--- config.mk ---
export PLATFORM = sky130hd
export DESIGN_NAME = csr_unit
export DESIGN_NICKNAME = d
export VERILOG_FILES = /design/src/csr_pkg.sv /design/src/csr_exception.sv /design/src/csr_scratch.sv /design/src/csr_timer.sv /design/src/csr_unit.sv /design/src/csr_write_queue.sv
export VERILOG_INCLUDE_DIRS = /design/src
export SDC_FILE = /design/constraint.sdc
export NUM_CORES = 1
export LEC_CHECK = 0
export ABC_AREA = 0
export ABC_CLOCK_PERIOD_IN_PS = 4900
export CORE_MARGIN = 8
export CORE_UTILIZATION = 55
export CTS_CLUSTER_DIAMETER = 150
export DETAILED_ROUTE_END_ITERATION = 6
export DONT_BUFFER_PORTS = 1
export GPL_TIMING_DRIVEN = 0
export PLACE_DENSITY = 0.69
export SYNTH_ARGS = -nofsm -noshare
export SYNTH_HDL_FRONTEND = slang
export SYNTH_SLANG_ARGS = --single-unit
--- constraint.sdc ---
create_clock -name clk -period 4.9 [get_ports clk]
set_input_delay 0.49 -clock clk [delete_from_list [all_inputs] [get_ports clk]]
set_output_delay 0.49 -clock clk [all_outputs]
set_load 0.02 [all_outputs]
--- src/csr_defs.svh ---
`ifndef CSR_DEFS_SVH
`define CSR_DEFS_SVH

// Word and bus widths
`define CSR_DATA_W      32
`define CSR_ADDR_W      14
`define HW_INT_W        8
`define IS_W            13
`define ECODE_W         6
`define ESUBCODE_W      9
`define INITVAL_W       30
`define EENTRY_VA_W     26

// Idle cycles a buffered write waits for
`define WR_COMMIT_IDLE  3

// LIE bit 10 is reserved
`define ECFG_LIE_MASK   13'h1bff

// CRMD
`define CRMD_PLV        1:0
`define CRMD_IE         2
`define CRMD_DA         3
`define CRMD_PG         4
`define CRMD_DATF       6:5
`define CRMD_DATM       8:7

// PRMD
`define PRMD_PPLV       1:0
`define PRMD_PIE        2

// ESTAT
`define ESTAT_IS_SOFT   1:0
`define ESTAT_IS_HARD   9:2
`define ESTAT_IS_TI     11
`define ESTAT_ECODE     21:16
`define ESTAT_ESUBCODE  30:22

// Timer
`define TCFG_EN         0
`define TCFG_PERIODIC   1
`define TCFG_INITVAL    31:2
`define TICLR_CLR       0

// EENTRY
`define EENTRY_VA       31:6

`endif

--- src/csr_pkg.sv ---
`default_nettype none
`include "csr_defs.svh"

package csr_pkg;

    typedef logic [`CSR_DATA_W-1:0] csr_word_t;

    typedef logic [1:0] plv_t;

    typedef enum logic [`CSR_ADDR_W-1:0] {
        CSR_CRMD   = 14'h000,
        CSR_PRMD   = 14'h001,
        CSR_ECFG   = 14'h004,
        CSR_ESTAT  = 14'h005,
        CSR_ERA    = 14'h006,
        CSR_BADV   = 14'h007,
        CSR_EENTRY = 14'h00c,
        CSR_SAVE0  = 14'h030,
        CSR_SAVE1  = 14'h031,
        CSR_SAVE2  = 14'h032,
        CSR_SAVE3  = 14'h033,
        CSR_TID    = 14'h040,
        CSR_TCFG   = 14'h041,
        CSR_TVAL   = 14'h042,
        CSR_TICLR  = 14'h044
    } csr_addr_e;

    // Subset of the architectural exception codes
    typedef enum logic [`ECODE_W-1:0] {
        ECODE_INT = 6'h00,
        ECODE_PIL = 6'h01,
        ECODE_PIS = 6'h02,
        ECODE_ADE = 6'h08,
        ECODE_ALE = 6'h09,
        ECODE_SYS = 6'h0b,
        ECODE_BRK = 6'h0c,
        ECODE_INE = 6'h0d
    } ecode_e;

endpackage

`default_nettype wire

--- src/csr_exception.sv ---
`timescale 1ns/100ps
`default_nettype none
`include "csr_defs.svh"

module csr_exception (
    input  wire                       clk,
    input  wire                       aresetn,
    input  wire                       commit_we,
    input  wire csr_pkg::csr_addr_e   commit_addr,
    input  wire csr_pkg::csr_word_t   commit_data,
    input  wire                       exception,
    input  wire                       ertn,
    input  wire csr_pkg::ecode_e      ecode_in,
    input  wire [`ESUBCODE_W-1:0]     esubcode_in,
    input  wire csr_pkg::csr_word_t   era_in,
    input  wire csr_pkg::csr_word_t   badv_in,
    input  wire                       badv_we,
    input  wire [`HW_INT_W-1:0]       hw_int,
    input  wire                       timer_int,
    input  wire csr_pkg::csr_addr_e   rd_addr,
    output csr_pkg::csr_word_t        rd_data_exc,
    output csr_pkg::csr_word_t        crmd,
    output csr_pkg::csr_word_t        estat,
    output csr_pkg::csr_word_t        era,
    output csr_pkg::csr_word_t        eentry,
    output logic                      cpu_interrupt,
    output logic                      idle_over
);
    import csr_pkg::*;

    logic                   exc_q;
    logic                   exc_entry;
    plv_t                   crmd_plv;
    logic                   crmd_ie;
    logic                   crmd_da;
    logic                   crmd_pg;
    logic [1:0]             crmd_datf;
    logic [1:0]             crmd_datm;
    plv_t                   prmd_pplv;
    logic                   prmd_pie;
    logic [`IS_W-1:0]       ecfg_lie;
    logic [1:0]             estat_soft;
    ecode_e                 estat_ecode;
    logic [`ESUBCODE_W-1:0] estat_esubcode;
    csr_word_t              badv_q;
    logic [`EENTRY_VA_W-1:0] eentry_va;
    csr_word_t              prmd_w;
    logic                   wr_pg;
    logic                   wr_da;

    // Entry on the rising edge of exception, ertn wins over it
    always_ff @(posedge clk) begin
        if (!aresetn) begin
            exc_q <= 1'b0;
        end else begin
            exc_q <= exception;
        end
    end

    assign exc_entry = exception && !exc_q && !ertn;

    assign wr_pg = commit_data[`CRMD_PG];
    assign wr_da = commit_data[`CRMD_DA];

    always_ff @(posedge clk) begin
        if (!aresetn) begin
            crmd_plv  <= '0;
            crmd_ie   <= 1'b0;
            crmd_da   <= 1'b1;
            crmd_pg   <= 1'b0;
            crmd_datf <= '0;
            crmd_datm <= '0;
        end else if (ertn) begin
            crmd_plv <= prmd_pplv;
            crmd_ie  <= prmd_pie;
        end else if (exc_entry) begin
            crmd_plv <= '0;
            crmd_ie  <= 1'b0;
        end else if (commit_we && commit_addr == CSR_CRMD) begin
            crmd_plv  <= commit_data[`CRMD_PLV];
            crmd_ie   <= commit_data[`CRMD_IE];
            crmd_datf <= commit_data[`CRMD_DATF];
            crmd_datm <= commit_data[`CRMD_DATM];
            // Only direct or paged mode, never both or neither
            if (wr_pg ^ wr_da) begin
                crmd_pg <= wr_pg;
                crmd_da <= wr_da;
            end
        end
    end

    always_ff @(posedge clk) begin
        if (!aresetn) begin
            prmd_pplv <= '0;
            prmd_pie  <= 1'b0;
            era       <= '0;
        end else if (exc_entry) begin
            prmd_pplv <= crmd_plv;
            prmd_pie  <= crmd_ie;
            era       <= era_in;
        end else if (commit_we) begin
            if (commit_addr == CSR_PRMD) begin
                prmd_pplv <= commit_data[`PRMD_PPLV];
                prmd_pie  <= commit_data[`PRMD_PIE];
            end
            if (commit_addr == CSR_ERA) begin
                era <= commit_data;
            end
        end
    end

    always_ff @(posedge clk) begin
        if (!aresetn) begin
            estat_ecode    <= ECODE_INT;
            estat_esubcode <= '0;
        end else if (exc_entry) begin
            estat_ecode    <= ecode_in;
            estat_esubcode <= (ecode_in != ECODE_INT) ? esubcode_in : '0;
        end
    end

    always_ff @(posedge clk) begin
        if (!aresetn) begin
            estat_soft <= '0;
            ecfg_lie   <= '0;
            eentry_va  <= '0;
            badv_q     <= '0;
        end else begin
            if (commit_we && commit_addr == CSR_ESTAT) begin
                estat_soft <= commit_data[`ESTAT_IS_SOFT];
            end
            if (commit_we && commit_addr == CSR_ECFG) begin
                ecfg_lie <= commit_data[`IS_W-1:0] & `ECFG_LIE_MASK;
            end
            if (commit_we && commit_addr == CSR_EENTRY) begin
                eentry_va <= commit_data[`EENTRY_VA];
            end
            if (badv_we) begin
                badv_q <= badv_in;
            end else if (commit_we && commit_addr == CSR_BADV) begin
                badv_q <= commit_data;
            end
        end
    end

    always_comb begin
        crmd = '0;
        crmd[`CRMD_PLV]  = crmd_plv;
        crmd[`CRMD_IE]   = crmd_ie;
        crmd[`CRMD_DA]   = crmd_da;
        crmd[`CRMD_PG]   = crmd_pg;
        crmd[`CRMD_DATF] = crmd_datf;
        crmd[`CRMD_DATM] = crmd_datm;

        prmd_w = '0;
        prmd_w[`PRMD_PPLV] = prmd_pplv;
        prmd_w[`PRMD_PIE]  = prmd_pie;

        // Hard lines and TI are live inputs, not stored
        estat = '0;
        estat[`ESTAT_IS_SOFT]  = estat_soft;
        estat[`ESTAT_IS_HARD]  = hw_int;
        estat[`ESTAT_IS_TI]    = timer_int;
        estat[`ESTAT_ECODE]    = estat_ecode;
        estat[`ESTAT_ESUBCODE] = estat_esubcode;

        eentry = '0;
        eentry[`EENTRY_VA] = eentry_va;
    end

    assign cpu_interrupt = crmd_ie && |(ecfg_lie & estat[`IS_W-1:0]);
    assign idle_over     = |estat[`IS_W-1:0];

    always_comb begin
        case (rd_addr)
            CSR_CRMD:   rd_data_exc = crmd;
            CSR_PRMD:   rd_data_exc = prmd_w;
            CSR_ECFG:   rd_data_exc = csr_word_t'(ecfg_lie);
            CSR_ESTAT:  rd_data_exc = estat;
            CSR_ERA:    rd_data_exc = era;
            CSR_BADV:   rd_data_exc = badv_q;
            CSR_EENTRY: rd_data_exc = eentry;
            default:    rd_data_exc = '0;
        endcase
    end

endmodule

`default_nettype wire

--- src/csr_scratch.sv ---
`timescale 1ns/100ps
`default_nettype none

module csr_scratch (
    input  wire                     clk,
    input  wire                     aresetn,
    input  wire                     commit_we,
    input  wire csr_pkg::csr_addr_e commit_addr,
    input  wire csr_pkg::csr_word_t commit_data,
    input  wire csr_pkg::csr_addr_e rd_addr,
    output csr_pkg::csr_word_t      rd_data_scr
);
    import csr_pkg::*;

    csr_word_t save_q [4];
    csr_word_t tid_q;

    always_ff @(posedge clk) begin
        if (!aresetn) begin
            for (int i = 0; i < 4; i++) begin
                save_q[i] <= '0;
            end
            tid_q <= '0;
        end else if (commit_we) begin
            case (commit_addr)
                CSR_SAVE0: save_q[0] <= commit_data;
                CSR_SAVE1: save_q[1] <= commit_data;
                CSR_SAVE2: save_q[2] <= commit_data;
                CSR_SAVE3: save_q[3] <= commit_data;
                CSR_TID:   tid_q     <= commit_data;
                default:   ;
            endcase
        end
    end

    always_comb begin
        case (rd_addr)
            CSR_SAVE0: rd_data_scr = save_q[0];
            CSR_SAVE1: rd_data_scr = save_q[1];
            CSR_SAVE2: rd_data_scr = save_q[2];
            CSR_SAVE3: rd_data_scr = save_q[3];
            CSR_TID:   rd_data_scr = tid_q;
            default:   rd_data_scr = '0;
        endcase
    end

endmodule

`default_nettype wire

--- src/csr_timer.sv ---
`timescale 1ns/100ps
`default_nettype none
`include "csr_defs.svh"

module csr_timer (
    input  wire                     clk,
    input  wire                     aresetn,
    input  wire                     commit_we,
    input  wire csr_pkg::csr_addr_e commit_addr,
    input  wire csr_pkg::csr_word_t commit_data,
    input  wire csr_pkg::csr_addr_e rd_addr,
    output csr_pkg::csr_word_t      rd_data_tmr,
    output logic                    timer_int
);
    import csr_pkg::*;

    logic                  tcfg_en;
    logic                  tcfg_periodic;
    logic [`INITVAL_W-1:0] tcfg_initval;
    logic                  tcfg_load;
    csr_word_t             tval;
    csr_word_t             tcfg_w;
    logic                  wr_tcfg;
    logic                  wr_ticlr;

    assign wr_tcfg  = commit_we && commit_addr == CSR_TCFG;
    assign wr_ticlr = commit_we && commit_addr == CSR_TICLR;

    always_ff @(posedge clk) begin
        if (!aresetn) begin
            tcfg_en       <= 1'b0;
            tcfg_periodic <= 1'b0;
            tcfg_initval  <= '0;
            tcfg_load     <= 1'b0;
        end else begin
            tcfg_load <= wr_tcfg;
            if (wr_tcfg) begin
                tcfg_en       <= commit_data[`TCFG_EN];
                tcfg_periodic <= commit_data[`TCFG_PERIODIC];
                tcfg_initval  <= commit_data[`TCFG_INITVAL];
            end
        end
    end

    // Countdown restarts one cycle after TCFG is written
    always_ff @(posedge clk) begin
        if (!aresetn) begin
            tval <= '0;
        end else if (tcfg_load) begin
            tval <= csr_word_t'(tcfg_initval);
        end else if (tcfg_en) begin
            if (tval != '0) begin
                tval <= tval - 1'b1;
            end else if (tcfg_periodic) begin
                tval <= csr_word_t'(tcfg_initval);
            end
        end
    end

    always_ff @(posedge clk) begin
        if (!aresetn) begin
            timer_int <= 1'b0;
        end else if (wr_ticlr && commit_data[`TICLR_CLR]) begin
            timer_int <= 1'b0;
        end else if (tcfg_en && !tcfg_load && tval == csr_word_t'(1)) begin
            timer_int <= 1'b1;
        end
    end

    always_comb begin
        tcfg_w = '0;
        tcfg_w[`TCFG_EN]       = tcfg_en;
        tcfg_w[`TCFG_PERIODIC] = tcfg_periodic;
        tcfg_w[`TCFG_INITVAL]  = tcfg_initval;
    end

    // TICLR reads as zero
    always_comb begin
        case (rd_addr)
            CSR_TCFG: rd_data_tmr = tcfg_w;
            CSR_TVAL: rd_data_tmr = tval;
            default:  rd_data_tmr = '0;
        endcase
    end

endmodule

`default_nettype wire

--- src/csr_unit.sv ---
`timescale 1ns/100ps
`default_nettype none
`include "csr_defs.svh"

module csr_unit (
    input  wire                     clk,
    input  wire                     aresetn,
    input  wire                     wr_valid,
    output logic                    wr_ready,
    input  wire csr_pkg::csr_addr_e wr_addr,
    input  wire csr_pkg::csr_word_t wr_data,
    input  wire                     pipe_idle,
    input  wire                     flush,
    input  wire csr_pkg::csr_addr_e rd_addr,
    output csr_pkg::csr_word_t      rd_data,
    input  wire                     exception,
    input  wire                     ertn,
    input  wire csr_pkg::ecode_e    ecode_in,
    input  wire [`ESUBCODE_W-1:0]   esubcode_in,
    input  wire csr_pkg::csr_word_t era_in,
    input  wire csr_pkg::csr_word_t badv_in,
    input  wire                     badv_we,
    input  wire [`HW_INT_W-1:0]     hw_int,
    output csr_pkg::csr_word_t      crmd,
    output csr_pkg::csr_word_t      estat,
    output csr_pkg::csr_word_t      era,
    output csr_pkg::csr_word_t      eentry,
    output logic                    cpu_interrupt,
    output logic                    idle_over
);
    import csr_pkg::*;

    logic      commit_we;
    csr_addr_e commit_addr;
    csr_word_t commit_data;
    logic      timer_int;
    csr_word_t rd_data_exc;
    csr_word_t rd_data_tmr;
    csr_word_t rd_data_scr;

    csr_write_queue u_wq (
        .clk         (clk),
        .aresetn     (aresetn),
        .wr_valid    (wr_valid),
        .wr_ready    (wr_ready),
        .wr_addr     (wr_addr),
        .wr_data     (wr_data),
        .pipe_idle   (pipe_idle),
        .flush       (flush),
        .commit_we   (commit_we),
        .commit_addr (commit_addr),
        .commit_data (commit_data)
    );

    csr_exception u_exc (
        .clk           (clk),
        .aresetn       (aresetn),
        .commit_we     (commit_we),
        .commit_addr   (commit_addr),
        .commit_data   (commit_data),
        .exception     (exception),
        .ertn          (ertn),
        .ecode_in      (ecode_in),
        .esubcode_in   (esubcode_in),
        .era_in        (era_in),
        .badv_in       (badv_in),
        .badv_we       (badv_we),
        .hw_int        (hw_int),
        .timer_int     (timer_int),
        .rd_addr       (rd_addr),
        .rd_data_exc   (rd_data_exc),
        .crmd          (crmd),
        .estat         (estat),
        .era           (era),
        .eentry        (eentry),
        .cpu_interrupt (cpu_interrupt),
        .idle_over     (idle_over)
    );

    csr_timer u_tmr (
        .clk         (clk),
        .aresetn     (aresetn),
        .commit_we   (commit_we),
        .commit_addr (commit_addr),
        .commit_data (commit_data),
        .rd_addr     (rd_addr),
        .rd_data_tmr (rd_data_tmr),
        .timer_int   (timer_int)
    );

    csr_scratch u_scr (
        .clk         (clk),
        .aresetn     (aresetn),
        .commit_we   (commit_we),
        .commit_addr (commit_addr),
        .commit_data (commit_data),
        .rd_addr     (rd_addr),
        .rd_data_scr (rd_data_scr)
    );

    // Each block returns zero for addresses it does not own
    assign rd_data = rd_data_exc | rd_data_tmr | rd_data_scr;

endmodule

`default_nettype wire

--- src/csr_write_queue.sv ---
`timescale 1ns/100ps
`default_nettype none
`include "csr_defs.svh"

module csr_write_queue (
    input  wire                     clk,
    input  wire                     aresetn,
    input  wire                     wr_valid,
    output logic                    wr_ready,
    input  wire csr_pkg::csr_addr_e wr_addr,
    input  wire csr_pkg::csr_word_t wr_data,
    input  wire                     pipe_idle,
    input  wire                     flush,
    output logic                    commit_we,
    output csr_pkg::csr_addr_e      commit_addr,
    output csr_pkg::csr_word_t      commit_data
);

    localparam int CNT_W = $clog2(`WR_COMMIT_IDLE);
    localparam logic [CNT_W-1:0] CNT_LAST = CNT_W'(`WR_COMMIT_IDLE - 1);

    typedef enum logic {
        Q_EMPTY,
        Q_PENDING
    } q_state_e;

    q_state_e         state;
    logic [CNT_W-1:0] idle_cnt;
    logic             accept;

    assign wr_ready  = (state == Q_EMPTY);
    assign accept    = wr_valid && wr_ready;
    // Fires in the cycle after the last counted idle edge
    assign commit_we = (state == Q_PENDING) && (idle_cnt == CNT_LAST) && !flush;

    always_ff @(posedge clk) begin
        if (!aresetn) begin
            state    <= Q_EMPTY;
            idle_cnt <= '0;
        end else if (flush) begin
            state    <= Q_EMPTY;
            idle_cnt <= '0;
        end else if (accept) begin
            state    <= Q_PENDING;
            idle_cnt <= '0;
        end else if (commit_we) begin
            state    <= Q_EMPTY;
            idle_cnt <= '0;
        end else if (state == Q_PENDING && pipe_idle) begin
            idle_cnt <= idle_cnt + 1'b1;
        end
    end

    always_ff @(posedge clk) begin
        if (accept) begin
            commit_addr <= wr_addr;
            commit_data <= wr_data;
        end
    end

endmodule

`default_nettype wire

======== After elaboration in Yosys (flattened, before gate mapping) ========
Memories as Yosys holds them, arrays and structs flattened.
Cells that the tools add are included.
storage, ports and cells
  bits of input ports ..................... 155
  bits in registers ....................... 279
  word-level logic and storage cells ...... 166
  memories ................................ 1
  memory bits (writable) .................. 128
  output and inout bits ................... 163
operators by class
  mux-type cells .......................... 48
  bitwise operators ....................... 12
  equality and inequality tests ........... 28
  add/subtract/negate cells ............... 2
  reductions and logical operators ........ 47
memory list
  name          depth  bits a word  rd ports  clocked after Yosys merged registers in  wr ports  line               source
  u_scr.save_q  4      32           4         0                                        4         csr_scratch.sv:15  csr_word_t save_q [4];
operators by type and width
  operator                                                              count
  32-bit two-way mux                                                    11
  32-bit one-hot mux with 7 select lines                                1
  32-bit one-hot mux with 5 select lines                                1
  14-bit by 3-bit == test with 1-bit output, second input constant      8
  14-bit by 6-bit == test with 1-bit output, second input constant      8
  14-bit by 7-bit == test with 1-bit output, second input constant      6
  32-bit OR                                                             2
  32-bit one-hot mux with 2 select lines                                1
  30-bit two-way mux                                                    2
  32-bit by 1-bit == test with 1-bit output, second input constant      1
  32-bit nonzero test                                                   1
  32-bit by 1-bit subtractor with 32-bit output, second input constant  1
  14-bit by 1-bit == test with 1-bit output, second input constant      2
  14-bit by 4-bit == test with 1-bit output, second input constant      2
  14-bit logical NOT                                                    2
  1-bit two-way mux                                                     25
  1-bit logical AND                                                     17
  2-bit nonzero test                                                    7
  13-bit by 12-bit AND with 13-bit output                               1
  13-bit OR reduction                                                   1
  2-bit two-way mux                                                     6
  11-bit OR reduction                                                   1
  2-bit AND reduction                                                   5
  9-bit two-way mux                                                     1
  12 further kinds                                                      24

======== Longest topological paths before layout ========
  depth after elaboration ................. 7
  gate-level depth with buffers ........... 11
  mapped depth without buffers ............ 8

======== Hierarchy ========
Synthesis repeated with hierarchy kept, for this count alone.
unflattened totals
  cells, all modules ...................... 1943
  area total of the unflattened synthesis .. 19670.1 um^2
modules (own cells, without submodules)
  module           area an instance (um^2)  cells each  instances  sequential area each (um^2)
  csr_scratch      7432.1                   628         1          4484.3
  csr_exception    6729.0                   794         1          2642.5
  csr_timer        3776.1                   426         1          1321.3
  csr_write_queue  1532.7                   63          1          1441.4
  csr_unit         200.2                    32          1          0.0

======== Least setup slack after synthesis ========
Ideal clock, no wire load.
  kind .................................... input to register
  start point ............................. input port flush
  end point ............................... memory u_scr.save_q[0][100] in the netlist's numbering (enable)
  buffers on the path ..................... 0
  setup slack ............................. 0.662 ns
  arrival time ............................ 3.772 ns
  cell stages on the path ................. 5
  library setup time ...................... 0.466 ns
  data required time ...................... 4.434 ns
  cells stage by stage .................... and4bb_1 -> and4b_1 -> nand4_1 -> or2_2 -> o21ai_0
RTL lines
  element             line               source
  start: declaration  csr_unit.sv:13     input wire flush,
  end: declaration    csr_scratch.sv:15

======== Worst setup path after layout ========
  start point ............................. input port rd_addr[5]
  end point ............................... output port rd_data[31]
between the ends
  cells in the longest elaborated chain, start to end .. 4
  elaborated cells on any way between the ends .. 19
  those cells by class .................... 13 x eq/ne; 3 x mux; 2 x bitwise; 1 x reduce/logical
RTL lines
  element                                                                                                  line                                   source
  start: declaration                                                                                       csr_unit.sv:14                         input wire csr_pkg::csr_addr_e rd_addr,
  14-bit by 4-bit == test with 1-bit output (tied with other cells)                                        csr_exception.sv:175                   case (rd_addr)
  32-bit one-hot mux with 7 select lines / 32-bit one-hot mux with 2 select lines (equally long branches)  csr_exception.sv:175, csr_timer.sv:79
  32-bit OR                                                                                                csr_unit.sv:102                        assign rd_data = rd_data_exc | rd_data_tmr | rd_data_scr;
  32-bit OR *                                                                                              csr_unit.sv:102
  end: declaration                                                                                         csr_unit.sv:15                         output csr_pkg::csr_word_t rd_data,
Mark *: on every way between the ends. The rest lies on a longest branch, timed or not.

==> PnR_summary.wiki <==
{| class="wikitable"
! Metric !! Value
|-
| Result of the run || complete, but fails checks
|-
| Violations in the final reports || DRC
|-
| Combinational cell fraction of total power || 5.9%
|-
| Initial core utilization || 55.93%
|-
| Ratio of routed vias to standard cells || 6.479
|-
| Fill cell count || 2700
|-
| Most frequent cells after synthesis || sky130_fd_sc_hd__nand2_1 (283), sky130_fd_sc_hd__dfxtp_1 (233), sky130_fd_sc_hd__a21oi_1 (176)
|-
| Count of unique library cells instantiated by Yosys || 83
|-
| Number of antenna violations at the first check in global routing || 3
|-
| Worst min-delay path class || input pin to flop
|-
| Cell area after technology mapping || 18750 sq um
|-
| Maximum clock insertion buffer count || 3
|-
| I/O pin total || 318
|-
| Proportion of register bits with asynchronous set or reset after synthesis || 0%
|-
| Worst path required time || 4.41 ns
|-
| Via count of the first global-routing pass || 15260
|-
| Hold Fails Final Rpt || 0
|-
| Iteration count of the initial detailed-routing pass || 7
|-
| Remaining global-route overflow || 0
|-
| Number of standard cells after synthesis || 1859
|-
| Slew of the pin with the lowest slew margin || 1.329 ns
|-
| DRC || 1
|-
| CP endpoint kind || output pin
|-
| Place WS || 1.076 ns
|-
| Internal power contribution || 5.684 mW
|-
| Mean cell area of the mapped netlist || 10.09 sq um
|-
| Part of the Yosys area used for sequential elements || 52.73%
|-
| Final WL || 69.24 mm
|-
| Final number of max-transition violations || 0
|-
| Maximum ir drop on the vdd rail || 335.8 uV
|-
| CTS clk-pin slew, worst paths || 0.06 ns
|-
| Number of cell rows || 67
|-
| Commonest register cell after synthesis || sky130_fd_sc_hd__dfxtp_1
|-
| Drt first-iter violations || 2285
|-
| Routed wire length per instance || 28.03 um
|-
| Final worst setup slack || 0.8752 ns
|-
| Share of the synthesized area in the top cell type || 27.86%
|-
| Cell Count Post-Placement || 2346
|-
| Count of state elements after synthesis || 407
|-
| Worst-Skew Late Latency || 0.58 ns
|-
| Warnings from Yosys || 0
|-
| Resized Gates After CTS || 0
|-
| H-Tree Depth || 2
|-
| Portion of the clock cycle consumed by the worst path in the final layout || 82.14%
|-
| Final setup violation count || 0
|-
| Critical Path Start Type || input pin
|-
| TritonCTS clock tree || done
|-
| Number of buffers added by the clock tree synthesis step || 43
|-
| Maximum number of pins on one net before global-route repair || 47
|-
| Largest area contributor in the synthesized netlist || sky130_fd_sc_hd__edfxtp_1
|-
| Root buffer selected by CTS || sky130_fd_sc_hd__clkbuf_16
|-
| Horizontal die dimension || 200.7 um
|-
| Post-layout min period || 4.025 ns
|-
| Via count || 16000
|-
| Setup tns final || 0 ns
|-
| Slew margin rel. || 10.70%
|-
| Count of maximum capacitance violations || 0
|-
| IO Port Bufs || 0
|-
| Switching part of the total || 24.21%
|-
| Power Density || 349.8 nW/um^2
|-
| Proportion of power drawn by flip-flops and latches || 50.3%
|-
| Placeable core region || 33530 sq um
|-
| Final hold slack || 0.01874 ns
|-
| Unrepaired setup endpoints after global routing || no
|-
| Die extent in y || 200.7 um
|-
| Crit path arrival time || 3.53 ns
|-
| Count of flip-flops with a built-in enable after synthesis || 174
|-
| Floorplan die area || 40260 sq um
|-
| Final GP Congestion || 0.9323
|-
| Top-count cell post-synth || sky130_fd_sc_hd__nand2_1
|-
| Clock network fraction of total power || 43.8%
|-
| Global-route usage over all layers || 32.75%
|-
| Post-Route Skew || 0.01808 ns
|-
| Crit Path Class || input pin to output pin
|-
| Number of sinks on the clock net || 407
|-
| Top post-synthesis cells by area || sky130_fd_sc_hd__edfxtp_1 (28%), sky130_fd_sc_hd__dfxtp_1 (25%), sky130_fd_sc_hd__nand2_1 (5.7%), sky130_fd_sc_hd__a21oi_1 (4.7%), sky130_fd_sc_hd__and2_1 (4.5%)
|-
| DP Wirelength || 52.39 mm
|-
| Count of placed standard cells in the final layout, fillers left out || 2470
|-
| Wire length of the first global-routing pass || 100.9 mm
|-
| Switching power || 1.815 mW
|-
| Peak Freq || 248.5 MHz
|-
| Syn-to-layout area delta || 14.30%
|-
| Total Power || 7.499 mW
|-
| Post-detailed-route count of antenna-violating nets || 0
|-
| Top fanout value on the critical path || 10
|-
| Final nets || 2143
|-
| Layout cell share with drive strength beyond 1 || 10.35%
|-
| Pleak || 7.608 nW
|}
-- final timing paths --
check	startpoint	endpoint	slack, ns	cells after the start
max reg2reg	u_wq.commit_addr[8]$_DFFE_PP_	u_scr.save_q[0][40]$_SDFFCE_PN0P_	1.66	6
min	wr_addr[5]	u_wq.commit_addr[5]$_DFFE_PP_	0.02	0
min reg2reg	u_scr.tid_q[0]$_SDFFE_PN0P_	u_scr.tid_q[0]$_SDFFE_PN0P_	0.46	2
max	rd_addr[5]	rd_data[31]	0.88	7
-- routing by layer --
metal	global-route usage, %	wire (um)	vias up	share of wire (%)
li1	-	-	7080	-
met1	42.53	26620	7708	38
met2	52.47	32030	1065	46
met3	8.908	8242	150	12
met4	10.80	2347	0	3.4
met5	0	0	-	0
-- flip-flops by register name (all words and copies together), names as in the netlist, 6 cells and up --
signal                cells
u_exc.badv_q             32
u_exc.ecfg_lie           12
u_exc.eentry_va          26
u_exc.era                32
u_exc.estat_ecode         6
u_exc.estat_esubcode      9
u_scr.save_q            128
u_scr.tid_q              32
u_tmr.tcfg_initval       30
u_tmr.tval               32
u_wq.commit_addr         14
u_wq.commit_data         32
-- layout by cell type, fill, tap and decap left out, types with 41 or more instances in the layout --
cell	instances
sky130_fd_sc_hd__dfxtp_1	233
sky130_fd_sc_hd__nand2_1	283
sky130_fd_sc_hd__a222oi_1	46
sky130_fd_sc_hd__buf_4	50
sky130_fd_sc_hd__edfxtp_1	174
sky130_fd_sc_hd__a21oi_1	176
sky130_fd_sc_hd__nand3_1	49
sky130_fd_sc_hd__and2_1	136
sky130_fd_sc_hd__clkbuf_16	47
sky130_fd_sc_hd__mux2i_1	74
sky130_fd_sc_hd__o21ai_0	47
sky130_fd_sc_hd__clkbuf_1	113
sky130_fd_sc_hd__nor2_1	77
sky130_fd_sc_hd__a22oi_1	61
sky130_fd_sc_hd__dlygate4sd3_1	41
-- final cells by class --
| cell class | count | area (sq um) | area share (%) |
|---|---|---|---|
| clock buffers | 57 | 1234 | 5.755 |
| well taps | 448 | 560.5 | 2.615 |
| plain buffers | 190 | 967.2 | 4.512 |
| diodes | 3 | 7.507 | 0.03502 |
| multi-input cells | 1285 | 8031 | 37.47 |
| flip-flops and latches | 407 | 9889 | 46.14 |
| clock inverters | 23 | 181.4 | 0.8464 |
| repair buffers | 46 | 523.0 | 2.440 |
| inverters | 11 | 41.29 | 0.1926 |
-- worst max-delay path, stage by stage --
cell,delay [ns]
sky130_fd_sc_hd__clkbuf_1,0.19
sky130_fd_sc_hd__nor3b_1,0.45
sky130_fd_sc_hd__nand4b_1,0.35
sky130_fd_sc_hd__nor2_1,0.85
sky130_fd_sc_hd__clkbuf_1,0.63
sky130_fd_sc_hd__a222oi_1,0.21
sky130_fd_sc_hd__nand3_1,0.37
-- power groups by stage --
stage               combinational [mW]  clock (mW)  sequential, mW
floorplan                        0.277           0            3.80
global placement                 0.381           0            3.85
finish                           0.442        3.28            3.77
CTS                              0.420        3.28            3.77
detailed placement               0.401           0            3.84
global route                     0.466        3.42            3.78
-- cell families (layout without fill, tap and decap cells) --
| logic type | count (synthesis) | count (layout) | synth area share [%] |
|---|---|---|---|
| buf+inv | 201 | 327 | 5.377 |
| mux | 103 | 103 | 6.351 |
| compound gates | 470 | 470 | 16.99 |
| simple gates | 670 | 670 | 18.12 |
| flops | 407 | 407 | 52.73 |
| xor+xnor | 3 | 3 | 0.1401 |
| fa+ha+maj | 4 | 4 | 0.2669 |
| other cells | 1 | 38 | 0.02000 |
-- through the flow --
step	instance area, sq um	util (%)
finish	21440	63.93
global route	21430	63.90
CTS	21300	63.51
detailed placement	19600	58.46
global placement	19440	57.98
floorplan	18880	-
-- timing repair --
item / 4_1_cts / 5_1_grt
buffers inserted: 0 / 0
endpoints found under the hold margin: 28 / 13
hold buffers: 28 / 13
No activity file was read; power rests on OpenSTA's default activity.
